<file path="src/logic/iccm_pkg.sv">
/*
  shared widths, TL-UL opcodes and the structs that travel between the stages
  simplified TL-UL: single-beat word accesses only, no integrity bits
  load port address is fixed at 11 bits, so MemWords may not exceed 2048
*/
package iccm_pkg;

    parameter int DataWidth     = 32;
    parameter int AddrWidth     = 32;             // byte address on the bus
    parameter int SourceWidth   = 8;
    parameter int MaskWidth     = DataWidth / 8;  // one bit per byte lane
    parameter int LoadAddrWidth = 11;             // word address on the load port
    parameter int WordIdxWidth  = LoadAddrWidth;  // index carried to the array

    // A channel opcodes, TL-UL encoding
    typedef enum logic [2:0] {
        PutFullData    = 3'h0,
        PutPartialData = 3'h1,
        Get            = 3'h4
    } tl_a_op_e;

    // D channel opcodes
    typedef enum logic [2:0] {
        AccessAck     = 3'h0,
        AccessAckData = 3'h1
    } tl_d_op_e;

    typedef struct packed {
        logic                   a_valid;
        tl_a_op_e               opcode;
        logic [AddrWidth-1:0]   address;
        logic [MaskWidth-1:0]   mask;
        logic [DataWidth-1:0]   data;
        logic [SourceWidth-1:0] source;
    } tl_req_t;

    typedef struct packed {
        logic                   d_valid;
        tl_d_op_e               opcode;
        logic [DataWidth-1:0]   data;
        logic [SourceWidth-1:0] source;
        logic                   error;
    } tl_rsp_t;

    // boot-time programming port
    typedef struct packed {
        logic                     we;
        logic [LoadAddrWidth-1:0] addr;   // word address
        logic [DataWidth-1:0]     data;
        logic [MaskWidth-1:0]     mask;   // byte enables
    } load_req_t;

    typedef struct packed {
        logic                    valid;
        logic                    access;  // low for rejected requests, no array read
        logic [WordIdxWidth-1:0] index;
    } mem_cmd_t;

    typedef struct packed {
        logic                   valid;
        logic [SourceWidth-1:0] source;
        logic                   error;
        logic                   has_data; // Get -> AccessAckData, else AccessAck
    } mem_ctx_t;

endpackage

</file>
<file path="src/logic/iccm_rsp_gen.sv">
/*
  builds D channel responses and returns them in request order
  queue head is shown combinationally, an empty queue passes the new response
  straight through so it appears in the cycle its read data arrives
  RspDepth entries, overflow is prevented by the slot count in decode
*/
`timescale 1ns/1ps

module iccm_rsp_gen #(
    parameter int RspDepth = 2
) (
    input  logic                           clk_i,
    input  logic                           rst_ni,
    input  logic [iccm_pkg::DataWidth-1:0] rdata_i,
    input  iccm_pkg::mem_ctx_t             ctx_i,
    input  logic                           d_ready_i,
    output iccm_pkg::tl_rsp_t              tl_o,
    output logic                           rsp_pop_o
);

    localparam int PtrWidth = (RspDepth > 1) ? $clog2(RspDepth) : 1;
    localparam int CntWidth = $clog2(RspDepth + 1);

    iccm_pkg::tl_rsp_t   rsp_new;
    iccm_pkg::tl_rsp_t   fifo_q [RspDepth];
    logic [PtrWidth-1:0] wr_ptr_q;
    logic [PtrWidth-1:0] rd_ptr_q;
    logic [CntWidth-1:0] count_q;
    logic                empty;
    logic                full;
    logic                bypass;   // new response leaves without being stored
    logic                push;
    logic                pop;

    // response formatting
    always_comb begin
        rsp_new.d_valid = ctx_i.valid;
        rsp_new.opcode  = ctx_i.has_data ? iccm_pkg::AccessAckData : iccm_pkg::AccessAck;
        rsp_new.data    = (ctx_i.has_data && !ctx_i.error) ? rdata_i : '0;  // zero on error
        rsp_new.source  = ctx_i.source;
        rsp_new.error   = ctx_i.error;
    end

    assign empty  = (count_q == '0);
    assign full   = (count_q == CntWidth'(RspDepth));
    assign bypass = empty && ctx_i.valid && d_ready_i;
    assign push   = ctx_i.valid && !bypass;
    assign pop    = !empty && d_ready_i;  // head leaves from storage

    // head of queue, or the incoming response when nothing is waiting
    always_comb begin
        tl_o         = empty ? rsp_new : fifo_q[rd_ptr_q];
        tl_o.d_valid = !empty || ctx_i.valid;
    end

    assign rsp_pop_o = tl_o.d_valid && d_ready_i;  // one pulse per D beat

    always_ff @(posedge clk_i) begin
        if (push) begin
            fifo_q[wr_ptr_q] <= rsp_new;
        end
    end

    always_ff @(posedge clk_i) begin
        if (!rst_ni) begin
            wr_ptr_q <= '0;
            rd_ptr_q <= '0;
            count_q  <= '0;
        end else begin
            if (push) begin
                wr_ptr_q <= (wr_ptr_q == PtrWidth'(RspDepth - 1)) ? '0 : wr_ptr_q + 1'b1;
            end
            if (pop) begin
                rd_ptr_q <= (rd_ptr_q == PtrWidth'(RspDepth - 1)) ? '0 : rd_ptr_q + 1'b1;
            end
            if (push && !pop) begin
                count_q <= count_q + 1'b1;
            end else if (pop && !push) begin
                count_q <= count_q - 1'b1;
            end
        end
    end

    // holds only if decode never lets more than RspDepth requests out
    a_no_push_when_full : assert property (
        @(posedge clk_i) disable iff (!rst_ni)
        (push && full) |-> pop
    ) else $error("response pushed into a full queue");

endmodule

</file>
<file path="config.mk">
export PLATFORM = sky130hd
export DESIGN_NAME = iccm_rsp_gen
export DESIGN_NICKNAME = d
export VERILOG_FILES = /design/src/logic/iccm_pkg.sv /design/src/logic/iccm_rsp_gen.sv
export SDC_FILE = /design/constraint.sdc
export NUM_CORES = 1
export LEC_CHECK = 0
export BUFFER_PORTS_ARGS = -buffer_cell sky130_fd_sc_hd__buf_2
export CAP_MARGIN = 0
export CORE_AREA = 5 5 107 109
export CTS_CLUSTER_DIAMETER = 150
export CTS_CLUSTER_SIZE = 24
export DETAILED_ROUTE_END_ITERATION = 10
export DIE_AREA = 0 0 112 114
export GPL_ROUTABILITY_DRIVEN = 0
export GPL_TIMING_DRIVEN = 0
export PLACE_DENSITY = 0.61
export SYNTH_ARGS = -nofsm -noshare
export SYNTH_HDL_FRONTEND = slang
export SYNTH_SLANG_ARGS = --single-unit
</file>
<file path="constraint.sdc">
create_clock -name clk_i -period 4.55 [get_ports clk_i]
set_input_delay 0 -clock clk_i [delete_from_list [all_inputs] [get_ports clk_i]]
set_output_delay 0 -clock clk_i [all_outputs]
set_load 0.005 [all_outputs]
</file>
==> results.md <==
* Synth-to-layout area growth at 33.3%
* Cell Area, Synth at between 4000 and 5000 µm²
* Antenna violations before repair at 0
* Slew headroom at 0.416
* All-layer global routing usage at 0.156
* Worst-path clk slew at around 0.09 ns
* Arrival @ worst endpoint at approximately 2.5 ns
* Core region area at between 10,000 and 15,000 µm²
* Starting Density at 0.394
* Unrepaired setup endpoints after global routing: false
* Placed cell areas at ~5000 µm²
* Worst reg2reg path depth at 6
* Ports at about 90
* Clock share of power at 0.304
* CP Class: reg -> reg
* # setup viols final at 0
* 1st-pass router iterations at 4
* # nets final at roughly 500
* Layout Cells excl Fill at slightly below 600
* Global-route wire length before repair at about 16,000 µm
* Worst hold stages at 4
* Post-Route WL at approximately 9500 µm
* # fillers at about 910
* Internal Dissipation at ~1.3 mW
* Routed wire per std cell at 16.0 µm
* Clk sink count at 89
* Synth Instances at slightly below 300
* Core Rows at 38
* Residual DRC at 0
* Yosys warns at 0
* Worst stage delay on the critical path at around 0.75 ns
* Finished layout cell area at around 5500 µm²
* Vias in the first global route at approximately 3,100
* Worst-Skew Late Latency at 0.36 ns
* Worst EP required at between 4 and 5 ns
* Final min period at between 2 and 2.5 ns
* Top cell by count, worst path: buf_6
* Iteration-0 DRC Markers at 142
* Gate power share at 0.168
* Vert. Die Dim at between 100 and 150 µm
* I/O Buffers at 89
* Antenna viol nets, final at 0
* Largest net degree at the start of global routing at 17
* CTS Buffer Depth at 2
* Placed Cells at between 500 and 600
* Sequential area share after synthesis at 0.633
* Pwr dens at around 320 nW/µm²
* Unique masters post-synth at 31
* Leak at 2.10 nW
* Post-DR vias/cell at between 4 and 5
* Fmax at slightly above 400 MHz
* Vias at 2,860
* Startpoint types: flop
* Worst-margin pin slew at 0.872 ns
* Die extent in x at 112 µm
* CTS tree: done
* Grt ovf at 0
* Worst clock skew at around 0.0067 ns
* Slew Viols, Final at 0
* Crit path max fanout at 11
* Most frequent cells in the layout: buf_2 (93), edfxtp_1 (84), mux2i_1 (43), dlygate4sd3_1 (43), and2_1 (33)
* FF+latch count, synth at between 80 and 90
* Total power draw at about 1.8 mW
* Syn avg cell area at roughly 14 µm²
* Final core occ at 0.526
* Worst path slowest cell: nor3b_2
* CTS buffer count at 9
* Crit end category: flop
* Worst IR drop on VDD at between 150 and 200 µV
* CTS Root Cell: clkbuf_8
* NetSw at roughly 440 µW
* Layout cells sized above 1 at 0.361
* Die area at 12,800 µm²
* Switching share of power at 0.246
* Commonest non-fill, non-tap cell in the layout: buf_2
* Worst hold slack at a little over 0.05 ns
* CTS H-tree depth at 3
* Hold WC Path Type: in -> reg
* Cell Chain, Critical Path: nor3b_2 > nor3b_2 > buf_6 > buf_8 > buf_6 > buf_6
* Max-cap viol count at 0
* # diodes at 0
* Sequential power share at 0.528
* Final Cycle Share at 0.529
* DP HPWL at 6340 µm
* Status: finished clean
* Final Hold Vio Count at 0
-- path summary, 6_finish.rpt --
| path | slack [ns] | endpoint | start |
|---|---|---|---|
| min reg2reg | 0.52 | rd_ptr_q$_SDFFE_PN0P_ | rd_ptr_q$_SDFFE_PN0P_ |
| min | 0.05 | rd_ptr_q$_SDFFE_PN0P_ | d_ready_i |
| max reg2reg | 2.14 | fifo_q[1][19]$_DFFE_PP_ | count_q[1]$_SDFFE_PN0P_ |
| max | 2.14 | fifo_q[1][19]$_DFFE_PP_ | count_q[1]$_SDFFE_PN0P_ |
-- cells by family (layout without fill, tap and decap cells) --
group / after synthesis / in the layout / synth area share
mux: 43 / 43 / 0.104
xor+xnor: 1 / 1 / 0.00211
simple gates: 89 / 89 / 0.133
flops: 89 / 89 / 0.633
compound gates: 48 / 48 / 0.0740
other cells: 1 / 2 / 0.000905
buf+inv: 25 / 180 / 0.0534
-- critical path: cells and delay by family (launching register included) --
kind / cells / cell delay (ns)
flip-flops: 1 / 0.51
buffers and inverters: 4 / 0.73
AND/OR/NAND/NOR: 2 / 0.88
-- power groups by stage --
stage / combinational (mW) / sequential [mW] / clock (mW)
floorplan: 0.157 / 0.963 / 0
global placement: 0.258 / 0.967 / 0
detailed placement: 0.278 / 0.964 / 0
CTS: 0.307 / 0.945 / 0.558
global route: 0.333 / 0.949 / 0.590
finish: 0.300 / 0.945 / 0.543
-- cell type report --
class                           instances  area, µm²  share of cell area
Clock inverter                          6       57.6              0.0104
Sequential cell                        89       2620               0.475
Clock buffer                           10        138              0.0249
Buffer                                 23        214              0.0387
Inverter                                2       7.51             0.00136
Timing Repair Buffer                  139        995               0.180
Tap cell                              140        175              0.0317
Multi-Input combinational cell        183       1320               0.238
-- state kept, by name, summed over array words and instances (netlist names), named ones only --
name / count
wr_ptr_q: 1
fifo_q: 84
count_q: 2
rd_ptr_q: 1
-- synthesized netlist by cell type --
cell type	number	area share
nor3b_1	1	0.0018
nand3_2	11	0.027
inv_1	2	0.0018
and2_1	33	0.050
o21ai_2	15	0.032
o21ai_0	9	0.011
buf_6	1	0.0027
xor2_1	1	0.0021
o21ai_1	19	0.023
nor2b_1	3	0.0045
nor2_1	2	0.0018
nor3_1	2	0.0024
dfxtp_1	5	0.024
nand3_1	21	0.025
clkbuf_2	3	0.0036
clkbuf_4	1	0.0018
mux2i_1	43	0.10
clkbuf_1	2	0.0018
a21oi_1	1	0.0012
nor3_2	1	0.0024
edfxtp_1	84	0.61
o21a_1	3	0.0054
nand2b_1	1	0.0015
nor3b_2	1	0.0030
nor2_4	1	0.0027
buf_4	7	0.013
buf_2	4	0.0048
buf_12	5	0.024
a211oi_1	1	0.0018
nand2_1	12	0.011
conb_1	1	0.00090
-- per-stage QoR --
step	worst slack, ns	TNS, ns
floorplan	0.373	0
global placement	-1.81	-75.92
detailed placement	2.12	0
CTS	2.11	0
global route	1.99	0
finish	2.14	0
-- layer usage --
layer	vias to the layer above	track usage	share of wire
met5	-	0	0
met4	0	0.0649	0.016
met3	12	0.0318	0.057
met2	71	0.272	0.50
met1	1382	0.191	0.43
li1	1395	-	-
-- timing repair --
item | 4_1_cts | 5_1_grt
endpoints found under the hold margin | 89 | 0
gates resized for setup | 0 | 0
hold buffers | 43 | 0
buffers inserted | 0 | 0
Power figures use the tool's default switching activity.
