File: src/logic/iccm_pkg.sv
/*
  shared widths, TL-UL opcodes and the structs that travel between the stages
  simplified TL-UL: single-beat word accesses only, no integrity bits
  load port address is fixed at 11 bits, so MemWords may not exceed 2048
*/
package iccm_pkg;

    parameter int DataWidth     = 32;
    parameter int AddrWidth     = 32;             // byte address on the bus
    parameter int SourceWidth   = 8;
    parameter int MaskWidth     = DataWidth / 8;  // one bit per byte lane
    parameter int LoadAddrWidth = 11;             // word address on the load port
    parameter int WordIdxWidth  = LoadAddrWidth;  // index carried to the array

    // A channel opcodes, TL-UL encoding
    typedef enum logic [2:0] {
        PutFullData    = 3'h0,
        PutPartialData = 3'h1,
        Get            = 3'h4
    } tl_a_op_e;

    // D channel opcodes
    typedef enum logic [2:0] {
        AccessAck     = 3'h0,
        AccessAckData = 3'h1
    } tl_d_op_e;

    typedef struct packed {
        logic                   a_valid;
        tl_a_op_e               opcode;
        logic [AddrWidth-1:0]   address;
        logic [MaskWidth-1:0]   mask;
        logic [DataWidth-1:0]   data;
        logic [SourceWidth-1:0] source;
    } tl_req_t;

    typedef struct packed {
        logic                   d_valid;
        tl_d_op_e               opcode;
        logic [DataWidth-1:0]   data;
        logic [SourceWidth-1:0] source;
        logic                   error;
    } tl_rsp_t;

    // boot-time programming port
    typedef struct packed {
        logic                     we;
        logic [LoadAddrWidth-1:0] addr;   // word address
        logic [DataWidth-1:0]     data;
        logic [MaskWidth-1:0]     mask;   // byte enables
    } load_req_t;

    typedef struct packed {
        logic                    valid;
        logic                    access;  // low for rejected requests, no array read
        logic [WordIdxWidth-1:0] index;
    } mem_cmd_t;

    typedef struct packed {
        logic                   valid;
        logic [SourceWidth-1:0] source;
        logic                   error;
        logic                   has_data; // Get -> AccessAckData, else AccessAck
    } mem_ctx_t;

endpackage

File: src/logic/iccm_req_decode.sv
/*
  A channel front end that accepts beats, flags rejected requests and
  registers the command and its context for the array stage
  a_ready_o only rises once loading is done and a response slot is free
  any opcode other than Get is rejected since the bus side is read-only
*/
`timescale 1ns/1ps

module iccm_req_decode #(
    parameter int MemWords = 1024,
    parameter int RspDepth = 2
) (
    input  logic              clk_i,
    input  logic              rst_ni,
    input  iccm_pkg::tl_req_t tl_i,
    output logic              a_ready_o,
    input  logic              load_done_i,
    input  logic              rsp_pop_i,
    output iccm_pkg::mem_cmd_t cmd_o,
    output iccm_pkg::mem_ctx_t ctx_o
);

    localparam int CntWidth = $clog2(RspDepth + 1);

    logic                                  accept;
    logic                                  is_get;
    logic                                  misaligned;
    logic                                  out_of_range;
    logic                                  req_err;
    logic [iccm_pkg::AddrWidth-3:0]        word_addr;   // byte address >> 2
    logic [CntWidth-1:0]                   count_q;     // outstanding requests
    iccm_pkg::mem_cmd_t                    cmd_q;
    iccm_pkg::mem_ctx_t                    ctx_q;

    // a slot freed this cycle may be reused right away
    assign a_ready_o = load_done_i && ((count_q < CntWidth'(RspDepth)) || rsp_pop_i);
    assign accept    = tl_i.a_valid && a_ready_o;

    assign word_addr    = tl_i.address[iccm_pkg::AddrWidth-1:2];
    assign is_get       = (tl_i.opcode == iccm_pkg::Get);
    assign misaligned   = (tl_i.address[1:0] != 2'b00);
    assign out_of_range = (word_addr >= MemWords);
    assign req_err      = !is_get || misaligned || out_of_range;  // puts are write-protected

    // command and context valids
    always_ff @(posedge clk_i) begin
        if (!rst_ni) begin
            cmd_q.valid  <= 1'b0;
            cmd_q.access <= 1'b0;
            ctx_q.valid  <= 1'b0;
        end else begin
            cmd_q.valid  <= accept;
            cmd_q.access <= accept && !req_err;  // errors bypass the array
            ctx_q.valid  <= accept;
        end
    end

    always_ff @(posedge clk_i) begin
        if (accept) begin
            cmd_q.index    <= word_addr[iccm_pkg::WordIdxWidth-1:0];
            ctx_q.source   <= tl_i.source;
            ctx_q.error    <= req_err;
            ctx_q.has_data <= is_get;  // rejected Get still answers with data
        end
    end

    // outstanding count goes up on accept and down on each D transfer
    always_ff @(posedge clk_i) begin
        if (!rst_ni) begin
            count_q <= '0;
        end else if (accept && !rsp_pop_i) begin
            count_q <= count_q + 1'b1;
        end else if (!accept && rsp_pop_i) begin
            count_q <= count_q - 1'b1;
        end
    end

    assign cmd_o = cmd_q;
    assign ctx_o = ctx_q;

    // a pop without anything outstanding means the count and queue disagree
    a_pop_needs_outstanding : assert property (
        @(posedge clk_i) disable iff (!rst_ni)
        rsp_pop_i |-> (count_q != '0)
    ) else $error("response popped with no request outstanding");

endmodule

File: config.mk
export PLATFORM = sky130hd
export DESIGN_NAME = iccm_req_decode
export DESIGN_NICKNAME = d
export VERILOG_FILES = /design/src/logic/iccm_pkg.sv /design/src/logic/iccm_req_decode.sv
export SDC_FILE = /design/constraint.sdc
export NUM_CORES = 1
export LEC_CHECK = 0
export BUFFER_PORTS_ARGS = -buffer_cell sky130_fd_sc_hd__buf_2
export CAP_MARGIN = 20
export CORE_AREA = 3 3 58 60
export DETAILED_ROUTE_END_ITERATION = 10
export DIE_AREA = 0 0 61 63
export HOLD_SLACK_MARGIN = 0.15
export PLACE_DENSITY_LB_ADDON = 0.08
export SYNTH_ARGS = -nofsm -noshare
export SYNTH_HDL_FRONTEND = slang
export SYNTH_SLANG_ARGS = --single-unit
File: constraint.sdc
create_clock -name clk_i -period 2.5 [get_ports clk_i]
set_input_delay 0 -clock clk_i [delete_from_list [all_inputs] [get_ports clk_i]]
set_output_delay 0 -clock clk_i [all_outputs]
set_load 0.01 [all_outputs]
==> results by group, run 1 <==
STA
  • Worst slew margin: 81.3%
  • Fin crit period: 2340 ps
  • Unrepaired setup endpoints after global routing: false
  • Fin. Hold Viols: 0
  • Slew Viols, Final: 0
  • Clk_skew: 6.73 ps
  • Fmax: 428 MHz
  • Final setup viols: 0
  • Hold_ws: 311 ps
  • Slew @ Worst Pin: 281 ps
  • Period utilization: 93.4%
  • Accumulated negative setup slack: 0 ps

Place
  • Port Buf Inserts: 72
  • Hpwl dp: 1.49 mm
  • Final Wtd Congestion: 0.683

Detailed routing
  • WL/cell: 10.8 µm
  • Drt drc: 0
  • Routed Antenna Nets: 0
  • Via count: 834
  • DR vias/cell: 4.30
  • DRT iter0 DRCs: 10
  • Routed wire length: 2.10 mm
  • 1st-pass router iterations: 2

Logic synthesis
  • Synth Warn #: 0
  • Register area share after synthesis: 80.6%
  • Post-Syn Nets: 137
  • #FFs+latches synth: 25
  • Mapped cell area: 882 µm²
  • Syn Area/Cell: 17.0 µm²
  • Number of library cell types mapped by synthesis: 19
  • Post-Synthesis Cells: 52

Clocking
  • CTS sink cnt: 25
  • CTS buffer count: 3
  • CTS tree: built
  • Clk_lat worst skew: 300 ps
  • CTS max path bufs: 2
  • Root buf cell: clkbuf_4
  • H-tree Lvls: 1
  • Cts repair resizes: 0
  • Worst-path clk slew: 120 ps

Die
  • Die Wd: 61 µm
  • Initial Util: 29.6%
  • Row cnt: 20
  • Chip height: 63 µm
  • Die area: 3840 µm²
  • IO Pins: 109
  • Core Region: 2980 µm²

Global routing
  • GRT Residual Overflow: 0
  • Vias in the first global route: 925
  • First-pass GRT wire length: 3.40 mm
  • GRT Util Overall: 11.7%
  • Initial antenna violation count: 0
  • Largest net degree at the start of global routing: 23

Setup path
  • Crit Path Category: in2reg
  • CP Max Fanout: 2
  • Worst EP arrival: 2390 ps
  • Critical path capture point type: flip-flop
  • CP startpoint kind: primary input
  • Crit path required time: 2550 ps

Finish
  • Leading cell type in the layout, fill and taps excluded: buf_2
  • Layout cells sized above 1: 47.8%
  • Area grow syn2layout: 86.0%
  • Post-layout util: 55.1%
  • Fin nets: 247
  • Number of diodes: 0
  • Most frequent cells in the layout: buf_2, dlygate4sd3_1, edfxtp_1, nor4_1, dfxtp_1

Pwr
  • P_leak: 0.728 nW
  • Pwr dens: 481 nW/µm²
  • Worst VDD drop: 0.000147 V

Hold path
  • Hold Path Class: in2out

Run status
  • Outcome: completed

Job
  • Max_cap viols: 0
## repair_timing
| action | in CTS | in global routing |
|---|---|---|
| buffers inserted | 0 | 0 |
| hold buffers | 33 | 0 |
| hold endpoints to repair | 25 | 0 |
## metal layers
metal  up-vias  track usage [%]  share of wire, %
met4         0             6.78               1.0
met2        52             21.8                52
met3         2             2.27                10
met5         -                0                 0
met1       365             11.0                36
li1        415                -                 -
## where the power goes
group / leakage [nW] / total, mW / switching, mW / internal [mW]
logic: 0.485 / 0.135 / 0.0511 / 0.0836
clock network: 0.0150 / 0.170 / 0.108 / 0.0621
registers: 0.228 / 0.485 / 0.00725 / 0.477
## flip-flops by register name (all words and copies together) (netlist names)
| signal | cells |
|---|---|
| count_q | 2 |
| cmd_o | 12 |
| ctx_o | 11 |
## path summary, 6_finish.rpt
check / to / slack, ps / startpoint / depth (start not counted)
worst max-delay path: ctx_o[1] / 160 / tl_i[75] / 7
worst min-delay path: a_ready_o / 310 / load_done_i / 3
worst max register to register: count_q[1] / 1030 / count_q[1] / 6
worst min register to register: count_q[1] / 530 / count_q[1] / 2
## synthesized netlist by cell type
master	instances	area, µm²
a21boi_0	1	7.51
and2_1	3	18.8
buf_4	1	7.51
dfxtp_1	4	80.1
edfxtp_1	21	631
ha_1	1	12.5
inv_1	2	7.51
nand2_1	1	3.75
nand2b_1	2	12.5
nand3_1	1	5.00
nand4_1	1	6.26
nor2_1	2	7.51
nor4_1	6	37.5
o21ai_0	1	5.00
or3_1	1	6.26
or3b_2	1	8.76
or4_1	1	7.51
xnor2_1	1	8.76
xor2_1	1	8.76
## worst max-delay path, cell delays in order
cell and delay (ps):
dlygate4sd3_1 530, buf_2 120, nor4_1 150, dlygate4sd3_1 580
nand2_1 50, dlygate4sd3_1 570, or4_1 400
## area by class of cell
cell class / instances / area (µm²)
Clock buffer: 4 / 26.3
Fill cell: 258 / 1340
Inverter: 2 / 7.51
Multi-Input combinational cell: 24 / 156
Sequential cell: 25 / 711
Tap cell: 33 / 41.3
Timing Repair Buffer: 106 / 698
## logic make-up after synthesis
logic type	share of synthesized area [%]
xor+xnor	1.99
simple gates	12.9
fa+ha+maj	1.42
flops	80.6
compound gates	1.42
buf+inv	1.70
## stage by stage
step | cells | power, mW | area, µm² | setup WS, ps
5_1_grt | 194 | 0.832 | 1640 | 75.8
6_report | 194 | 0.789 | 1640 | 165
4_1_cts | 194 | 0.806 | 1640 | 179
3_3_place_gp | 157 | 0.591 | 1280 | 1050
2_1_floorplan | 52 | 0.534 | 882 | 661
3_5_place_dp | 157 | 0.594 | 1280 | 1050
Power figures use the tool's default switching activity.
==> run 2: changes to the inputs <==
Settings changed: ABC_AREA from default to 1, CORE_AREA 3 3 58 60 to 3 3 59 61, DIE_AREA 0 0 61 63 to 0 0 62 64.
==> run 2 against run 1 <==
Compared with the run above:
- non-clock buffer count decreased by 3
- clock skew decreased by 0.52 ps
- highest routed layer unchanged
- cell area increased by 4.3%
==> results by group, run 2 <==
Pwr
  • Pwr dens: 457 nW/µm²
  • Power after layout: 782 µW
  • P_leak: 0.830 nW
  • Worst VDD drop: 0.000136 V

Clocking
  • CTS buffer count: 3
  • Root buf cell: clkbuf_4
  • Postcts setup bufs: 0
  • H-tree Lvls: 1
  • Worst-path clk slew: 120 ps
  • Clk_lat worst skew: 300 ps
  • CTS sink cnt: 25
  • CTS tree: built
  • CTS max path bufs: 2

Global routing
  • GR Util met1: 10.6%
  • Met2 global-route usage: 24.2%
  • Initial antenna violation count: 0
  • Met3 Track Usage GR: 1.21%
  • GRT Util Overall: 12.0%
  • Gr busiest metal: met2
  • GRT Residual Overflow: 0
  • First-pass GRT wire length: 3.52 mm
  • Largest net degree at the start of global routing: 23
  • Vias in the first global route: 907

Hold path
  • Hold Path Class: in2reg

Logic synthesis
  • Syn Area/Cell: 11.8 µm²
  • Top-area cell type share of the netlist area: 65.1%
  • Post-Syn Nets: 167
  • Most common cell in the netlist: edfxtp_1
  • Mapped cell area: 968 µm²
  • Largest area contributor in the netlist: edfxtp_1
  • Synth Flop Type: edfxtp_1
  • Synth Warn #: 0
  • Post-synth EDFFs: 21
  • #FFs+latches synth: 25
  • Area contributors post-synth: edfxtp_1, dfxtp_1, inv_1
  • Register area share after synthesis: 73.4%
  • FFs w/ async S/R, synth: 0%
  • Post-Synthesis Cells: 82
  • Number of library cell types mapped by synthesis: 15
  • Most common library cells after synthesis: edfxtp_1, inv_1, nand2_1

STA
  • Hold_ws: 140 ps
  • Fin crit period: 2040 ps
  • Slew @ Worst Pin: 275 ps
  • Accumulated negative setup slack: 0 ps
  • Slew Viols, Final: 0
  • Period utilization: 81.4%
  • Unrepaired setup endpoints after global routing: false
  • Fmax: 491 MHz
  • Post-route setup slack: 465 ps
  • Clk_skew: 6.21 ps
  • Fin. Hold Viols: 0
  • Worst slew margin: 81.7%
  • Final setup viols: 0

Detailed routing
  • Via count: 907
  • 1st-pass router iterations: 3
  • DRT iter0 DRCs: 19
  • DR vias/cell: 3.91
  • WL/cell: 9.50 µm
  • Routed wire length: 2.20 mm
  • Routed Antenna Nets: 0
  • Drt drc: 0

Setup path
  • CP startpoint kind: primary input
  • Worst EP arrival: 2100 ps
  • Crit Path Category: in2reg
  • CP Max Fanout: 2
  • Crit path required time: 2560 ps
  • Critical path capture point type: flip-flop

Finish
  • Area grow syn2layout: 76.6%
  • Fin nets: 274
  • Number of diodes: 0
  • Most frequent cells in the layout: buf_2, dlygate4sd3_1, edfxtp_1, inv_1, nand2_1
  • Filler cell count: 279
  • Finished layout cell area: 1710 µm²
  • Non-filler instance count after layout: 232
  • Post-layout util: 56.5%
  • Max reg flops: 12
  • Leading cell type in the layout, fill and taps excluded: buf_2
  • Layout cells sized above 1: 46.3%

Place
  • Hpwl dp: 1.56 mm
  • Final Wtd Congestion: 0.657
  • Port Buf Inserts: 72
  • Placed Area: 1380 µm²
  • Placed cell count: 198
  • Worst slack, placed: 1230 ps

Die
  • Row cnt: 20
  • Chip height: 64 µm
  • IO Pins: 109
  • Core Region: 3030 µm²
  • Die Wd: 62 µm
  • Initial Util: 32.0%
  • Die area: 3970 µm²

Run status
  • Outcome: completed

Job
  • Max_cap viols: 0
[run 2: changes by cell type in the layout (fill, tap and decap cells not counted), sizes merged, moves of 3 or more]
cell / delta
nor4: -6
nand2: +14
nor2: +13
dlygate4sd3: -3
inv: +17
[run 2: area by class of cell]
class / count / area [µm²] / share of cell area (%)
multi-input cells: 37 / 179 / 10.5
clock buffers: 4 / 26.3 / 1.54
well taps: 44 / 55.1 / 3.22
flip-flops and latches: 25 / 711 / 41.6
inverters: 19 / 71.3 / 4.17
repair buffers: 103 / 668 / 39.1
[run 2: cells by family (layout without fill, tap and decap cells)]
logic type	Yosys count	count (layout)	share of synthesized area, %
compound gates	4	4	2.07
fa+ha+maj	1	1	1.29
buf+inv	20	126	8.14
flops	25	25	73.4
simple gates	32	32	15.1
[run 2: worst max-delay path, stage by stage]
cell	delay [ps]
dlygate4sd3_1	530
buf_2	110
inv_1	40
nand2_1	40
nor2_1	60
dlygate4sd3_1	540
nand2_1	40
dlygate4sd3_1	560
nor2_2	100
nand2_2	70
[run 2: worst paths after layout]
check              from    endpoint  slack (ps)  cells after the start
max            tl_i[64]    ctx_o[1]         460                     10
min            tl_i[72]   cmd_o[11]         140                      7
min reg2reg  count_q[0]  count_q[0]         480                      2
max reg2reg  count_q[1]  count_q[1]        1210                      9
[run 2: what timing repair did]
action,in CTS,in global routing
hold buffers,32,0
resized for setup,0,0
endpoints found under the setup margin,0,1
endpoints found under the hold margin,25,0
[run 2: power by group]
group          leakage [nW]  internal, mW  switching (mW)  total [mW]
clock                0.0150        0.0621           0.103       0.165
sequential            0.228         0.475         0.00559       0.481
combinational         0.588        0.0780          0.0579       0.136
total                 0.830         0.616           0.166       0.782
[run 2: routing by layer]
metal	part of all wire [%]	wire, µm
met4	1.2	27
met3	7.6	167
met2	59	1290
met1	33	718
met5	0	0
